File: src/fetch_pkg.sv
`default_nettype none

package fetch_pkg;

    localparam int ADDR_W         = 32;
    localparam int INST_W         = 32;
    localparam int BEAT_W         = 64;
    localparam int LINE_W         = 256;
    localparam int BEATS_PER_LINE = 4;
    localparam int WORDS_PER_LINE = 8;
    localparam int LINE_OFFSET_W  = 5;   // byte offset inside a line

    localparam logic [ADDR_W-1:0] RESET_PC = 32'h1eceb000;

    localparam int IQ_DEPTH = 16;

    localparam int LINE_TAG_W = ADDR_W - LINE_OFFSET_W;
    localparam int WORD_SEL_W = $clog2(WORDS_PER_LINE);
    localparam int BEAT_CNT_W = $clog2(BEATS_PER_LINE);
    localparam int IQ_PTR_W   = $clog2(IQ_DEPTH);
    localparam int IQ_CNT_W   = $clog2(IQ_DEPTH + 1);

    localparam logic [BEAT_CNT_W-1:0] LAST_BEAT = BEAT_CNT_W'(BEATS_PER_LINE - 1);
    localparam logic [IQ_CNT_W-1:0]   IQ_FULL   = IQ_CNT_W'(IQ_DEPTH);

    // burst adapter states
    localparam int                BA_STATE_W = 2;
    localparam logic [BA_STATE_W-1:0] BA_IDLE    = 2'd0;
    localparam logic [BA_STATE_W-1:0] BA_REQ     = 2'd1;
    localparam logic [BA_STATE_W-1:0] BA_COLLECT = 2'd2;
    localparam logic [BA_STATE_W-1:0] BA_DONE    = 2'd3;

    // a line filled by beats and read by words with beat 0 and words 0-1 at the low end
    typedef union packed {
        logic [BEATS_PER_LINE-1:0][BEAT_W-1:0] beat;
        logic [WORDS_PER_LINE-1:0][INST_W-1:0] word;
    } fetch_line_t;

endpackage

`default_nettype wire

File: src/fetch_pc_gen.sv
`timescale 1ns/1ps
`default_nettype none

module fetch_pc_gen (
    input  logic                         clk,
    input  logic                         rst,
    input  logic                         space_i,
    input  logic                         resp_i,
    output logic                         req_o,
    output logic [fetch_pkg::ADDR_W-1:0] pc_o
);

    logic [fetch_pkg::ADDR_W-1:0] pc_q;
    logic                         waiting_q;   // one word request in flight

    // queue room was checked here, so the in-flight word always has a slot
    assign req_o = space_i && !waiting_q;
    assign pc_o  = pc_q;

    always_ff @(posedge clk) begin
        if (rst) begin
            pc_q      <= fetch_pkg::RESET_PC;
            waiting_q <= 1'b0;
        end else begin
            if (req_o) begin
                waiting_q <= 1'b1;
            end
            if (resp_i) begin
                waiting_q <= 1'b0;
                pc_q      <= pc_q + 32'd4;   // sequential fetch only
            end
        end
    end

    // the line buffer only answers an issued request
    assert property (@(posedge clk) disable iff (rst)
        resp_i |-> waiting_q)
        else $error("fetch_pc_gen: response without a request");

endmodule

`default_nettype wire

File: src/line_buffer.sv
`timescale 1ns/1ps
`default_nettype none

module line_buffer (
    input  logic                         clk,
    input  logic                         rst,
    input  logic                         req_i,
    input  logic [fetch_pkg::ADDR_W-1:0] addr_i,
    output logic                         resp_o,
    output logic [fetch_pkg::INST_W-1:0] rdata_o,
    output logic                         line_req_o,
    output logic [fetch_pkg::ADDR_W-1:0] line_addr_o,
    input  logic                         line_valid_i,
    input  fetch_pkg::fetch_line_t       line_i
);

    fetch_pkg::fetch_line_t           line_q;
    logic [fetch_pkg::LINE_TAG_W-1:0] tag_q;
    logic                             valid_q;
    logic                             line_req_q;
    logic                             resp_q;

    logic [fetch_pkg::LINE_TAG_W-1:0] req_tag;
    logic [fetch_pkg::WORD_SEL_W-1:0] word_sel;
    logic                             hit;
    logic                             miss;
    logic                             fill;

    assign req_tag  = addr_i[fetch_pkg::ADDR_W-1:fetch_pkg::LINE_OFFSET_W];
    assign word_sel = addr_i[fetch_pkg::LINE_OFFSET_W-1:2];
    assign hit      = valid_q && (tag_q == req_tag);
    assign miss     = req_i && !line_req_q && !hit;
    assign fill     = line_req_q && line_valid_i;

    assign resp_o      = resp_q;
    assign rdata_o     = line_q.word[word_sel];   // addr_i is held until resp_o
    assign line_req_o  = line_req_q;
    assign line_addr_o = {tag_q, {fetch_pkg::LINE_OFFSET_W{1'b0}}};

    always_ff @(posedge clk) begin
        if (rst) begin
            valid_q    <= 1'b0;
            line_req_q <= 1'b0;
            resp_q     <= 1'b0;
        end else begin
            resp_q <= 1'b0;
            if (line_req_q) begin
                if (line_valid_i) begin
                    line_req_q <= 1'b0;
                    valid_q    <= 1'b1;
                    resp_q     <= 1'b1;   // answer the cycle after the refill lands
                end
            end else if (req_i) begin
                if (hit) begin
                    resp_q <= 1'b1;
                end else begin
                    line_req_q <= 1'b1;
                    valid_q    <= 1'b0;   // old line is replaced
                end
            end
        end
    end

    // tag doubles as the pending refill address while the line is invalid
    always_ff @(posedge clk) begin
        if (miss) begin
            tag_q <= req_tag;
        end
        if (fill) begin
            line_q <= line_i;
        end
    end

    assert property (@(posedge clk) disable iff (rst)
        line_valid_i |-> line_req_o)
        else $error("line_buffer: refill returned without a pending request");

endmodule

`default_nettype wire

File: src/burst_adapter.sv
`timescale 1ns/1ps
`default_nettype none

module burst_adapter (
    input  logic                         clk,
    input  logic                         rst,
    input  logic                         line_req_i,
    input  logic [fetch_pkg::ADDR_W-1:0] line_addr_i,
    output logic [fetch_pkg::ADDR_W-1:0] bmem_addr_o,
    output logic                         bmem_read_o,
    input  logic                         bmem_ready_i,
    input  logic [fetch_pkg::ADDR_W-1:0] bmem_raddr_i,
    input  logic [fetch_pkg::BEAT_W-1:0] bmem_rdata_i,
    input  logic                         bmem_rvalid_i,
    output logic                         line_valid_o,
    output fetch_pkg::fetch_line_t       line_o
);

    logic [fetch_pkg::BA_STATE_W-1:0] state_q;
    logic [fetch_pkg::BEAT_CNT_W-1:0] beat_cnt_q;
    logic [fetch_pkg::ADDR_W-1:0]     addr_q;
    fetch_pkg::fetch_line_t           line_q;

    assign bmem_read_o  = (state_q == fetch_pkg::BA_REQ);   // held until accepted
    assign bmem_addr_o  = addr_q;
    assign line_valid_o = (state_q == fetch_pkg::BA_DONE);
    assign line_o       = line_q;

    always_ff @(posedge clk) begin
        if (rst) begin
            state_q    <= fetch_pkg::BA_IDLE;
            beat_cnt_q <= '0;
        end else begin
            case (state_q)
                fetch_pkg::BA_IDLE: if (line_req_i) state_q <= fetch_pkg::BA_REQ;
                fetch_pkg::BA_REQ: begin
                    if (bmem_ready_i) begin
                        state_q    <= fetch_pkg::BA_COLLECT;
                        beat_cnt_q <= '0;
                    end
                end
                fetch_pkg::BA_COLLECT: begin
                    if (bmem_rvalid_i) begin
                        beat_cnt_q <= beat_cnt_q + 1'b1;
                        if (beat_cnt_q == fetch_pkg::LAST_BEAT) state_q <= fetch_pkg::BA_DONE;
                    end
                end
                default: state_q <= fetch_pkg::BA_IDLE;   // done lasts one cycle
            endcase
        end
    end

    always_ff @(posedge clk) begin
        if (state_q == fetch_pkg::BA_IDLE && line_req_i) begin
            addr_q <= line_addr_i;
        end
        if (state_q == fetch_pkg::BA_COLLECT && bmem_rvalid_i) begin
            line_q.beat[beat_cnt_q] <= bmem_rdata_i;   // beats return in address order
        end
    end

    assert property (@(posedge clk) disable iff (rst)
        bmem_rvalid_i |-> (bmem_raddr_i == addr_q))
        else $error("burst_adapter: beat for a line that was not requested");

endmodule

`default_nettype wire

File: src/inst_queue.sv
`timescale 1ns/1ps
`default_nettype none

module inst_queue (
    input  logic                         clk,
    input  logic                         rst,
    input  logic                         wr_i,
    input  logic [fetch_pkg::ADDR_W-1:0] pc_i,
    input  logic [fetch_pkg::INST_W-1:0] inst_i,
    output logic                         space_o,
    output logic                         fetch_valid_o,
    output logic [fetch_pkg::ADDR_W-1:0] fetch_pc_o,
    output logic [fetch_pkg::INST_W-1:0] fetch_inst_o,
    input  logic                         fetch_ready_i
);

    logic [fetch_pkg::ADDR_W-1:0] pc_mem   [fetch_pkg::IQ_DEPTH];
    logic [fetch_pkg::INST_W-1:0] inst_mem [fetch_pkg::IQ_DEPTH];

    logic [fetch_pkg::IQ_PTR_W-1:0] wr_ptr_q;
    logic [fetch_pkg::IQ_PTR_W-1:0] rd_ptr_q;
    logic [fetch_pkg::IQ_CNT_W-1:0] count_q;
    logic                           rd;

    assign rd            = fetch_valid_o && fetch_ready_i;
    assign space_o       = (count_q != fetch_pkg::IQ_FULL);
    assign fetch_valid_o = (count_q != '0);
    assign fetch_pc_o    = pc_mem[rd_ptr_q];     // oldest pair
    assign fetch_inst_o  = inst_mem[rd_ptr_q];

    always_ff @(posedge clk) begin
        if (rst) begin
            wr_ptr_q <= '0;
            rd_ptr_q <= '0;
            count_q  <= '0;
        end else begin
            if (wr_i) begin
                wr_ptr_q <= wr_ptr_q + 1'b1;   // wraps by itself at a power-of-two depth
            end
            if (rd) begin
                rd_ptr_q <= rd_ptr_q + 1'b1;
            end
            case ({wr_i, rd})
                2'b10:   count_q <= count_q + 1'b1;
                2'b01:   count_q <= count_q - 1'b1;
                default: count_q <= count_q;
            endcase
        end
    end

    always_ff @(posedge clk) begin
        if (wr_i) begin
            pc_mem[wr_ptr_q]   <= pc_i;
            inst_mem[wr_ptr_q] <= inst_i;
        end
    end

    // the requester checks space before issuing, so a write never meets a full queue
    assert property (@(posedge clk) disable iff (rst)
        wr_i |-> (count_q != fetch_pkg::IQ_FULL))
        else $error("inst_queue: write while full");

endmodule

`default_nettype wire

File: src/fetch_top.sv
`timescale 1ns/1ps
`default_nettype none

module fetch_top (
    input  logic                         clk,
    input  logic                         rst,

    output logic [fetch_pkg::ADDR_W-1:0] bmem_addr_o,
    output logic                         bmem_read_o,
    input  logic                         bmem_ready_i,
    input  logic [fetch_pkg::ADDR_W-1:0] bmem_raddr_i,
    input  logic [fetch_pkg::BEAT_W-1:0] bmem_rdata_i,
    input  logic                         bmem_rvalid_i,

    output logic                         fetch_valid_o,
    output logic [fetch_pkg::ADDR_W-1:0] fetch_pc_o,
    output logic [fetch_pkg::INST_W-1:0] fetch_inst_o,
    input  logic                         fetch_ready_i
);

    logic                         word_req;
    logic [fetch_pkg::ADDR_W-1:0] word_pc;
    logic                         word_resp;
    logic [fetch_pkg::INST_W-1:0] word_rdata;
    logic                         iq_space;

    logic                         line_req;
    logic [fetch_pkg::ADDR_W-1:0] line_addr;
    logic                         line_valid;
    fetch_pkg::fetch_line_t       line_data;

    fetch_pc_gen pc_gen_i (
        .clk     (clk),
        .rst     (rst),
        .space_i (iq_space),
        .resp_i  (word_resp),
        .req_o   (word_req),
        .pc_o    (word_pc)
    );

    line_buffer line_buffer_i (
        .clk          (clk),
        .rst          (rst),
        .req_i        (word_req),
        .addr_i       (word_pc),
        .resp_o       (word_resp),
        .rdata_o      (word_rdata),
        .line_req_o   (line_req),
        .line_addr_o  (line_addr),
        .line_valid_i (line_valid),
        .line_i       (line_data)
    );

    burst_adapter burst_adapter_i (
        .clk           (clk),
        .rst           (rst),
        .line_req_i    (line_req),
        .line_addr_i   (line_addr),
        .bmem_addr_o   (bmem_addr_o),
        .bmem_read_o   (bmem_read_o),
        .bmem_ready_i  (bmem_ready_i),
        .bmem_raddr_i  (bmem_raddr_i),
        .bmem_rdata_i  (bmem_rdata_i),
        .bmem_rvalid_i (bmem_rvalid_i),
        .line_valid_o  (line_valid),
        .line_o        (line_data)
    );

    inst_queue inst_queue_i (
        .clk           (clk),
        .rst           (rst),
        .wr_i          (word_resp),     // every answered word is queued
        .pc_i          (word_pc),
        .inst_i        (word_rdata),
        .space_o       (iq_space),
        .fetch_valid_o (fetch_valid_o),
        .fetch_pc_o    (fetch_pc_o),
        .fetch_inst_o  (fetch_inst_o),
        .fetch_ready_i (fetch_ready_i)
    );

endmodule

`default_nettype wire

File: config.mk
export PLATFORM = sky130hd
export DESIGN_NAME = fetch_top
export DESIGN_NICKNAME = d
export VERILOG_FILES = /design/src/fetch_pkg.sv /design/src/fetch_pc_gen.sv /design/src/line_buffer.sv /design/src/burst_adapter.sv /design/src/inst_queue.sv /design/src/fetch_top.sv
export SDC_FILE = /design/constraint.sdc
export NUM_CORES = 1
export LEC_CHECK = 0
export BUFFER_PORTS_ARGS = -buffer_cell sky130_fd_sc_hd__clkbuf_2
export CAP_MARGIN = 20
export CELL_PAD_IN_SITES_DETAIL_PLACEMENT = 1
export CELL_PAD_IN_SITES_GLOBAL_PLACEMENT = 1
export CORE_UTILIZATION = 40
export DETAILED_ROUTE_END_ITERATION = 10
export HOLD_SLACK_MARGIN = 0.12
export PLACE_DENSITY = 0.6
export SLEW_MARGIN = 0
export SYNTH_ARGS = -nofsm -noshare
export SYNTH_HDL_FRONTEND = slang
export SYNTH_SLANG_ARGS = --single-unit
File: constraint.sdc
create_clock -name clk -period 9 [get_ports clk]
set_clock_uncertainty 0.2 [all_clocks]
set_input_delay 0.9 -clock clk [delete_from_list [all_inputs] [get_ports clk]]
set_output_delay 0.9 -clock clk [all_outputs]
set_load 0.05 [all_outputs]
# Yosys cells after proc, flatten, opt, wreduce, memory -nomap -nowiden

Memory sizes are Yosys's and may differ from the RTL's. A register that Yosys moved wholly into a read port is not among the register bits.
Cells that the tools add are included.

Output and inout port bits: 98
Bits in writable memories: 1024
Register bits: 619
Input bits: 101
Memories: 2
Word-level logic and storage cells: 92

Reductions and logical operators: 21
Eq/ne operators: 14
Muxes and demuxes: 32
Order comparisons: 3
$add $sub $neg: 6

Memories:

| name                  | depth | bits a word | read ports | clocked after Yosys merged registers in | wr ports | RTL line         | source |
|---|---|---|---|---|---|---|---|
| inst_queue_i.inst_mem | 16    | 32          | 1          | 1                                       | 1        | inst_queue.sv:18 | `logic [fetch_pkg::INST_W-1:0] inst_mem [fetch_pkg::IQ_DEPTH];` |
| inst_queue_i.pc_mem   | 16    | 32          | 1          | 1                                       | 1        | inst_queue.sv:17 | `logic [fetch_pkg::ADDR_W-1:0] pc_mem [fetch_pkg::IQ_DEPTH];` |

Operators with widths:

| kind                                                                         | count |
|---|---|
| 256-bit bitwise mux                                                          | 1 |
| 64-bit demux with 2-bit select                                               | 1 |
| 32-bit binary-select mux with 3-bit select                                   | 1 |
| 64-bit 2-to-1 mux                                                            | 1 |
| 32-bit by 3-bit adder with 32-bit output, second input constant              | 1 |
| 32-bit 2-to-1 mux                                                            | 1 |
| 27-bit == test                                                               | 1 |
| 4-bit 2-to-1 mux                                                             | 4 |
| 1-bit 2-to-1 mux                                                             | 14 |
| 2-bit 2-to-1 mux                                                             | 6 |
| 5-bit one-hot mux with 2 select lines                                        | 1 |
| 1-bit logical AND                                                            | 9 |
| 4-bit by 1-bit adder with 4-bit output, second input constant                | 2 |
| 2-bit == test, second input constant                                         | 4 |
| 2-bit by 1-bit inequality test with 1-bit output, second input constant      | 4 |
| 2-bit one-hot mux with 3 select lines                                        | 1 |
| 3-bit AND reduction                                                          | 2 |
| 2-bit nonzero test                                                           | 3 |
| 5-bit by 1-bit adder with 5-bit output, second input constant                | 1 |
| 5-bit inequality test, second input constant                                 | 1 |
| 5-bit nonzero test                                                           | 1 |
| 5-bit by 1-bit subtractor with 5-bit output, second input constant           | 1 |
| 2-bit by 1-bit == test with 1-bit output, second input constant              | 2 |
| 3-bit by 4-bit less-than comparator with 1-bit output, second input constant | 1 |
| 9 further kinds                                                              | 12 |

# Logic depth before layout (Yosys ltp)

Depth in word-level cells: 5
Mapped depth: 12

# Hierarchy

From an unflattened synthesis, not the netlist that was laid out.

Cells, all modules: 2645
Area total of the unflattened synthesis: 60804.6 um^2

Modules (own cells, without submodules):

| module        | seq. area each (um^2) | cells an instance | area an instance (um^2) | instances |
|---|---|---|---|---|
| inst_queue    | 31089.8               | 1680              | 39207.6                 | 1 |
| line_buffer   | 8558.2                | 458               | 11061.9                 | 1 |
| burst_adapter | 8728.4                | 332               | 9053.7                  | 1 |
| fetch_pc_gen  | 620.6                 | 175               | 1481.4                  | 1 |

# Worst setup path before layout

OpenSTA, ideal clock, no wires.

Path type: register -> register
Start point: register burst_adapter_i.state_q[0] (netlist name)
End point: register line_buffer_i.line_q[0] (netlist name) (enable)
Arrival: 5558 ps
Library setup time: 608 ps
Period minus slack after synthesis: 6366 ps
Cell stages (with the launch flop): 4
Buffers on the path: 0
Slack: 2634 ps
Data required time: 8192 ps
Cells stage by stage: dfxtp_1 -> ha_1 -> nand2_1 -> inv_1

Cells in the longest elaborated chain, start to end: 2

RTL lines:

| element                | RTL line            | source |
|---|---|---|
| start, declared        | burst_adapter.sv:19 | `logic [fetch_pkg::BA_STATE_W-1:0] state_q;` |
| start signal, assigned | burst_adapter.sv:31 | `state_q <= fetch_pkg::BA_IDLE;` |
| start signal, assigned | burst_adapter.sv:35 | `fetch_pkg::BA_IDLE: if (line_req_i) state_q <= fetch_pkg::BA_REQ;` |
| start signal, assigned | burst_adapter.sv:38 | `state_q <= fetch_pkg::BA_COLLECT;` |
| 2-bit == test          | burst_adapter.sv:26 | `assign line_valid_o = (state_q == fetch_pkg::BA_DONE);` |
| 1-bit logical AND      | line_buffer.sv:33   | `assign fill = line_req_q && line_valid_i;` |
| via line_buffer_i.fill | line_buffer.sv:27   | `logic fill;` |
| end signal, assigned   | line_buffer.sv:70   | `line_q <= line_i;` |
| end, declared          | line_buffer.sv:17   | `fetch_pkg::fetch_line_t line_q;` |

The timed path passes the listed nets, and every way through them passes these cells.
A chain may end at the register's enable or synchronous reset.

==> reports/results.txt <==
max_slew headroom -> 28.8%
Synth area leaders -> edfxtp_1, mux4_2, dfxtp_1
layout cells sized above 1 -> 30.1%
Yosys reg bits -> 1,613
register area share after synthesis -> 80.8%
Critical Path Max Stage Delay -> 0.66 ns
CTS Buf Count -> 165
mux share of post-synthesis cell area -> 15.0%
Compound-Gate Fraction of Synth Area -> 0.228%
total number of vias -> 25,500
Storage cell area -> 47,900 µm²
worst path required time -> 7.90 ns
drt via density -> 5.31
drt wl/cell -> 26.6 µm
asr flop ratio synth -> 0%
final wirelength -> 127 mm
H-tree depth -> 4
DRC viols -> 0
Chip Height -> 387 µm
Main synth FF type -> edfxtp_1
largest family of logic cells by synthesized area -> multiplexers
multi-input logic area -> 10,800 µm²
cell area after synthesis -> 59,300 µm²
Starting Density -> 40.5%
Setup Fix Bufs, Post-CTS -> 0
Crit-path slowest cell -> buf_12
Ys Warns -> 0
grt total ovfl -> 0
CTS clock-pin slew for the worst setup and hold paths -> 0.06 ns
outcome -> completed
post-synth top area share -> 78.9%
pin count of the biggest net entering global routing -> 137
vias in the first global route -> 27,900
static leakage -> 21.5 nW
Resize count post-CTS -> 0
worst slew pin tran -> 1.07 ns
clk_lat worst skew -> 0.78 ns
post-layout min period -> 5.09 ns
RSZ-0062 raised after global routing -> no
xor/xnor cell area share of the yosys netlist -> 0.961%
Sinks on Clock Net -> 1,613
adder-cell share of the synthesized area -> 0.380%
Slew Limit Fails -> 0
clk buf depth -> 3
buffers added on ports -> 159
antenna violations before repair -> 6
startpoint types -> flop
GP Congestion -> 0.715
Max-Cap Viols -> 0
CP Cell Sequence -> buf_16 -> buf_12 -> mux4_2 -> mux4_2 -> clkbuf_2
clk root buf -> clkbuf_16
ANT nets after route -> 0
PwrDens -> 228 nW/µm²
crit end category -> output port
peak fanout along the critical path -> 106
die width -> 387 µm
simple-gate portion of the synthesized area -> 1.48%
Hold WC Path Type -> primary input to flop
Setup CP Type -> flop to output port
# setup viols final -> 0
Mean Syn Cell Area -> 24.5 µm²
Distinct cells, synth -> 49
Iteration-0 DRC Markers -> 1,816
Final Cycle Share -> 56.5%
nets -> 2,855
Top cell by count, worst path -> mux4_2
Arr. time, crit path -> 3.99 ns
EDFF count, synth -> 1,558
1st-pass router iterations -> 5
Total GRT Usage -> 17.1%
Placed Cells -> 4,425
Fin. Hold Viols -> 0
# fillers -> 12,900
Area growth, synth to finish -> 15.4%
area leader, netlist -> edfxtp_1
first-pass GRT wire length -> 187 mm
TritonCTS clock tree -> done
Site Rows -> 140
Die Area -> 150,000 µm²
Post-Syn Instances -> 2,417
Max VDD drop -> 178 µV
total core area -> 146,000 µm²
Layout Cells excl Fill -> 4,790
post-DP HPWL -> 68.6 mm
Fmax achieved -> 197 MHz
num ports -> 199
Fin Setup TNS -> 0 ns
==> per-stage QoR <==
| stage | util, % | power (mW) | setup slack, ns | hold WS (ns) | instance area (µm²) |
|---|---|---|---|---|---|
| floorplan | - | 8.72 | 2.63 | 0.200 | 59300 |
| global placement | 42.5 | 8.83 | 4.31 | 0.200 | 62200 |
| detailed placement | 42.5 | 8.85 | 4.24 | 0.206 | 62200 |
| CTS | 46.7 | 15.8 | 3.38 | 0.120 | 68300 |
| global route | 46.8 | 16.1 | 3.63 | 0.143 | 68400 |
| finish | 46.8 | 15.6 | 3.91 | 0.177 | 68400 |
==> timing repair <==
item                                    CTS  global route
hold endpoints to repair                220             0
hold buffers                             56             0
endpoints found under the setup margin    0             0
==> area by class of cell <==
class	instances	area share, %
multi-input cells	687	15.7
repair buffers	255	2.60
flip-flops and latches	1613	70.0
inverters	14	0.0878
clock inverters	98	1.75
well taps	1917	3.51
diodes	2	0.00731
clock buffers	204	6.31
==> cells in the final DEF, fill, tap and decap left out, types with 5 or more instances in the layout <==
| cell | synthesis | routed |
|---|---|---|
| a21oi_1 | 5 | 5 |
| and2_4 | 0 | 16 |
| and3_1 | 9 | 5 |
| and4_1 | 5 | 5 |
| buf_16 | 0 | 5 |
| buf_4 | 8 | 33 |
| bufinv_16 | 0 | 23 |
| clkbuf_1 | 47 | 35 |
| clkbuf_16 | 0 | 165 |
| clkbuf_2 | 0 | 159 |
| clkinv_1 | 0 | 39 |
| clkinv_2 | 0 | 21 |
| clkinv_8 | 0 | 5 |
| conb_1 | 1 | 7 |
| dfxtp_1 | 55 | 48 |
| dfxtp_4 | 0 | 7 |
| dlygate4sd3_1 | 0 | 56 |
| edfxtp_1 | 1558 | 1558 |
| ha_1 | 18 | 18 |
| inv_1 | 14 | 13 |
| mux2_2 | 34 | 34 |
| mux2i_1 | 5 | 5 |
| mux4_2 | 372 | 372 |
| nand2_1 | 20 | 20 |
| nand2b_1 | 12 | 12 |
| nand3_1 | 8 | 8 |
| nand4_1 | 23 | 23 |
| nor2_1 | 45 | 45 |
| nor3_1 | 6 | 6 |
| nor4_1 | 7 | 7 |
| xnor2_1 | 24 | 24 |
| xor2_1 | 41 | 41 |
==> synth_stat cells (6+ instances only) <==
cell type	n
and2_1	18
and3_1	9
buf_1	9
buf_2	20
buf_4	8
buf_6	24
clkbuf_1	47
dfxtp_1	55
edfxtp_1	1558
ha_1	18
inv_1	14
mux2_2	34
mux4_2	372
nand2_1	20
nand2b_1	12
nand3_1	8
nand4_1	23
nor2_1	45
nor3_1	6
nor4_1	7
xnor2_1	24
xor2_1	41
==> per-layer routing <==
layer / vias to the layer above / global-route usage (%) / part of all wire (%)
met2: 638 / 29.4 / 51
li1: 10900 / - / -
met4: 6 / 4.39 / 1.8
met5: - / 0 / 0.022
met3: 176 / 3.82 / 5.5
met1: 13800 / 22.1 / 42
==> sequential cells by signal, summed over array words and instances (netlist names), named ones only <==
register                     count
burst_adapter_i.beat_cnt_q       2
burst_adapter_i.bmem_addr_o     27
burst_adapter_i.line_o         256
burst_adapter_i.state_q          2
inst_queue_i.count_q             5
inst_queue_i.inst_mem          512
inst_queue_i.pc_mem            480
inst_queue_i.rd_ptr_q            4
inst_queue_i.wr_ptr_q            4
line_buffer_i.line_q           256
line_buffer_i.line_req_o         1
line_buffer_i.resp_o             1
line_buffer_i.tag_q             27
line_buffer_i.valid_q            1
pc_gen_i.pc_o                   30
pc_gen_i.waiting_q               1
==> worst max-delay path: cells and delay by family (launching register included) <==
kind / cells / cell delay (ns)
buf+inv: 3 / 1.26
flops: 1 / 0.55
mux: 2 / 1.22
==> report_power, final <==
group          internal, mW  total, mW  leakage, nW  switching (mW)
clock network          4.08       6.89         2.68            2.81
registers              8.27       8.31         14.9          0.0342
logic                 0.127      0.403         3.90           0.276
==> final timing paths <==
check,start,to,slack (ns),cells after the start
max,flop,fetch_inst_o[17],3.91,5
min,bmem_rdata_i[19],burst_adapter_i.line_o[211],0.18,1
max reg2reg,inst_queue_i.count_q[1],inst_queue_i.count_q[4],5.09,10
min reg2reg,burst_adapter_i.line_o[56],line_buffer_i.line_q[56],0.20,0
==> kinds of logic after synthesis <==
logic type | Yosys count
buffers and inverters | 123
flip-flops | 1613
other | 1
XOR/XNOR | 65
multiplexers | 413
adder cells (fa/ha/maj) | 18
AND/OR/NAND/NOR | 164
AO/OA/AOI/OAI | 20
Power figures use the tool's default switching activity.
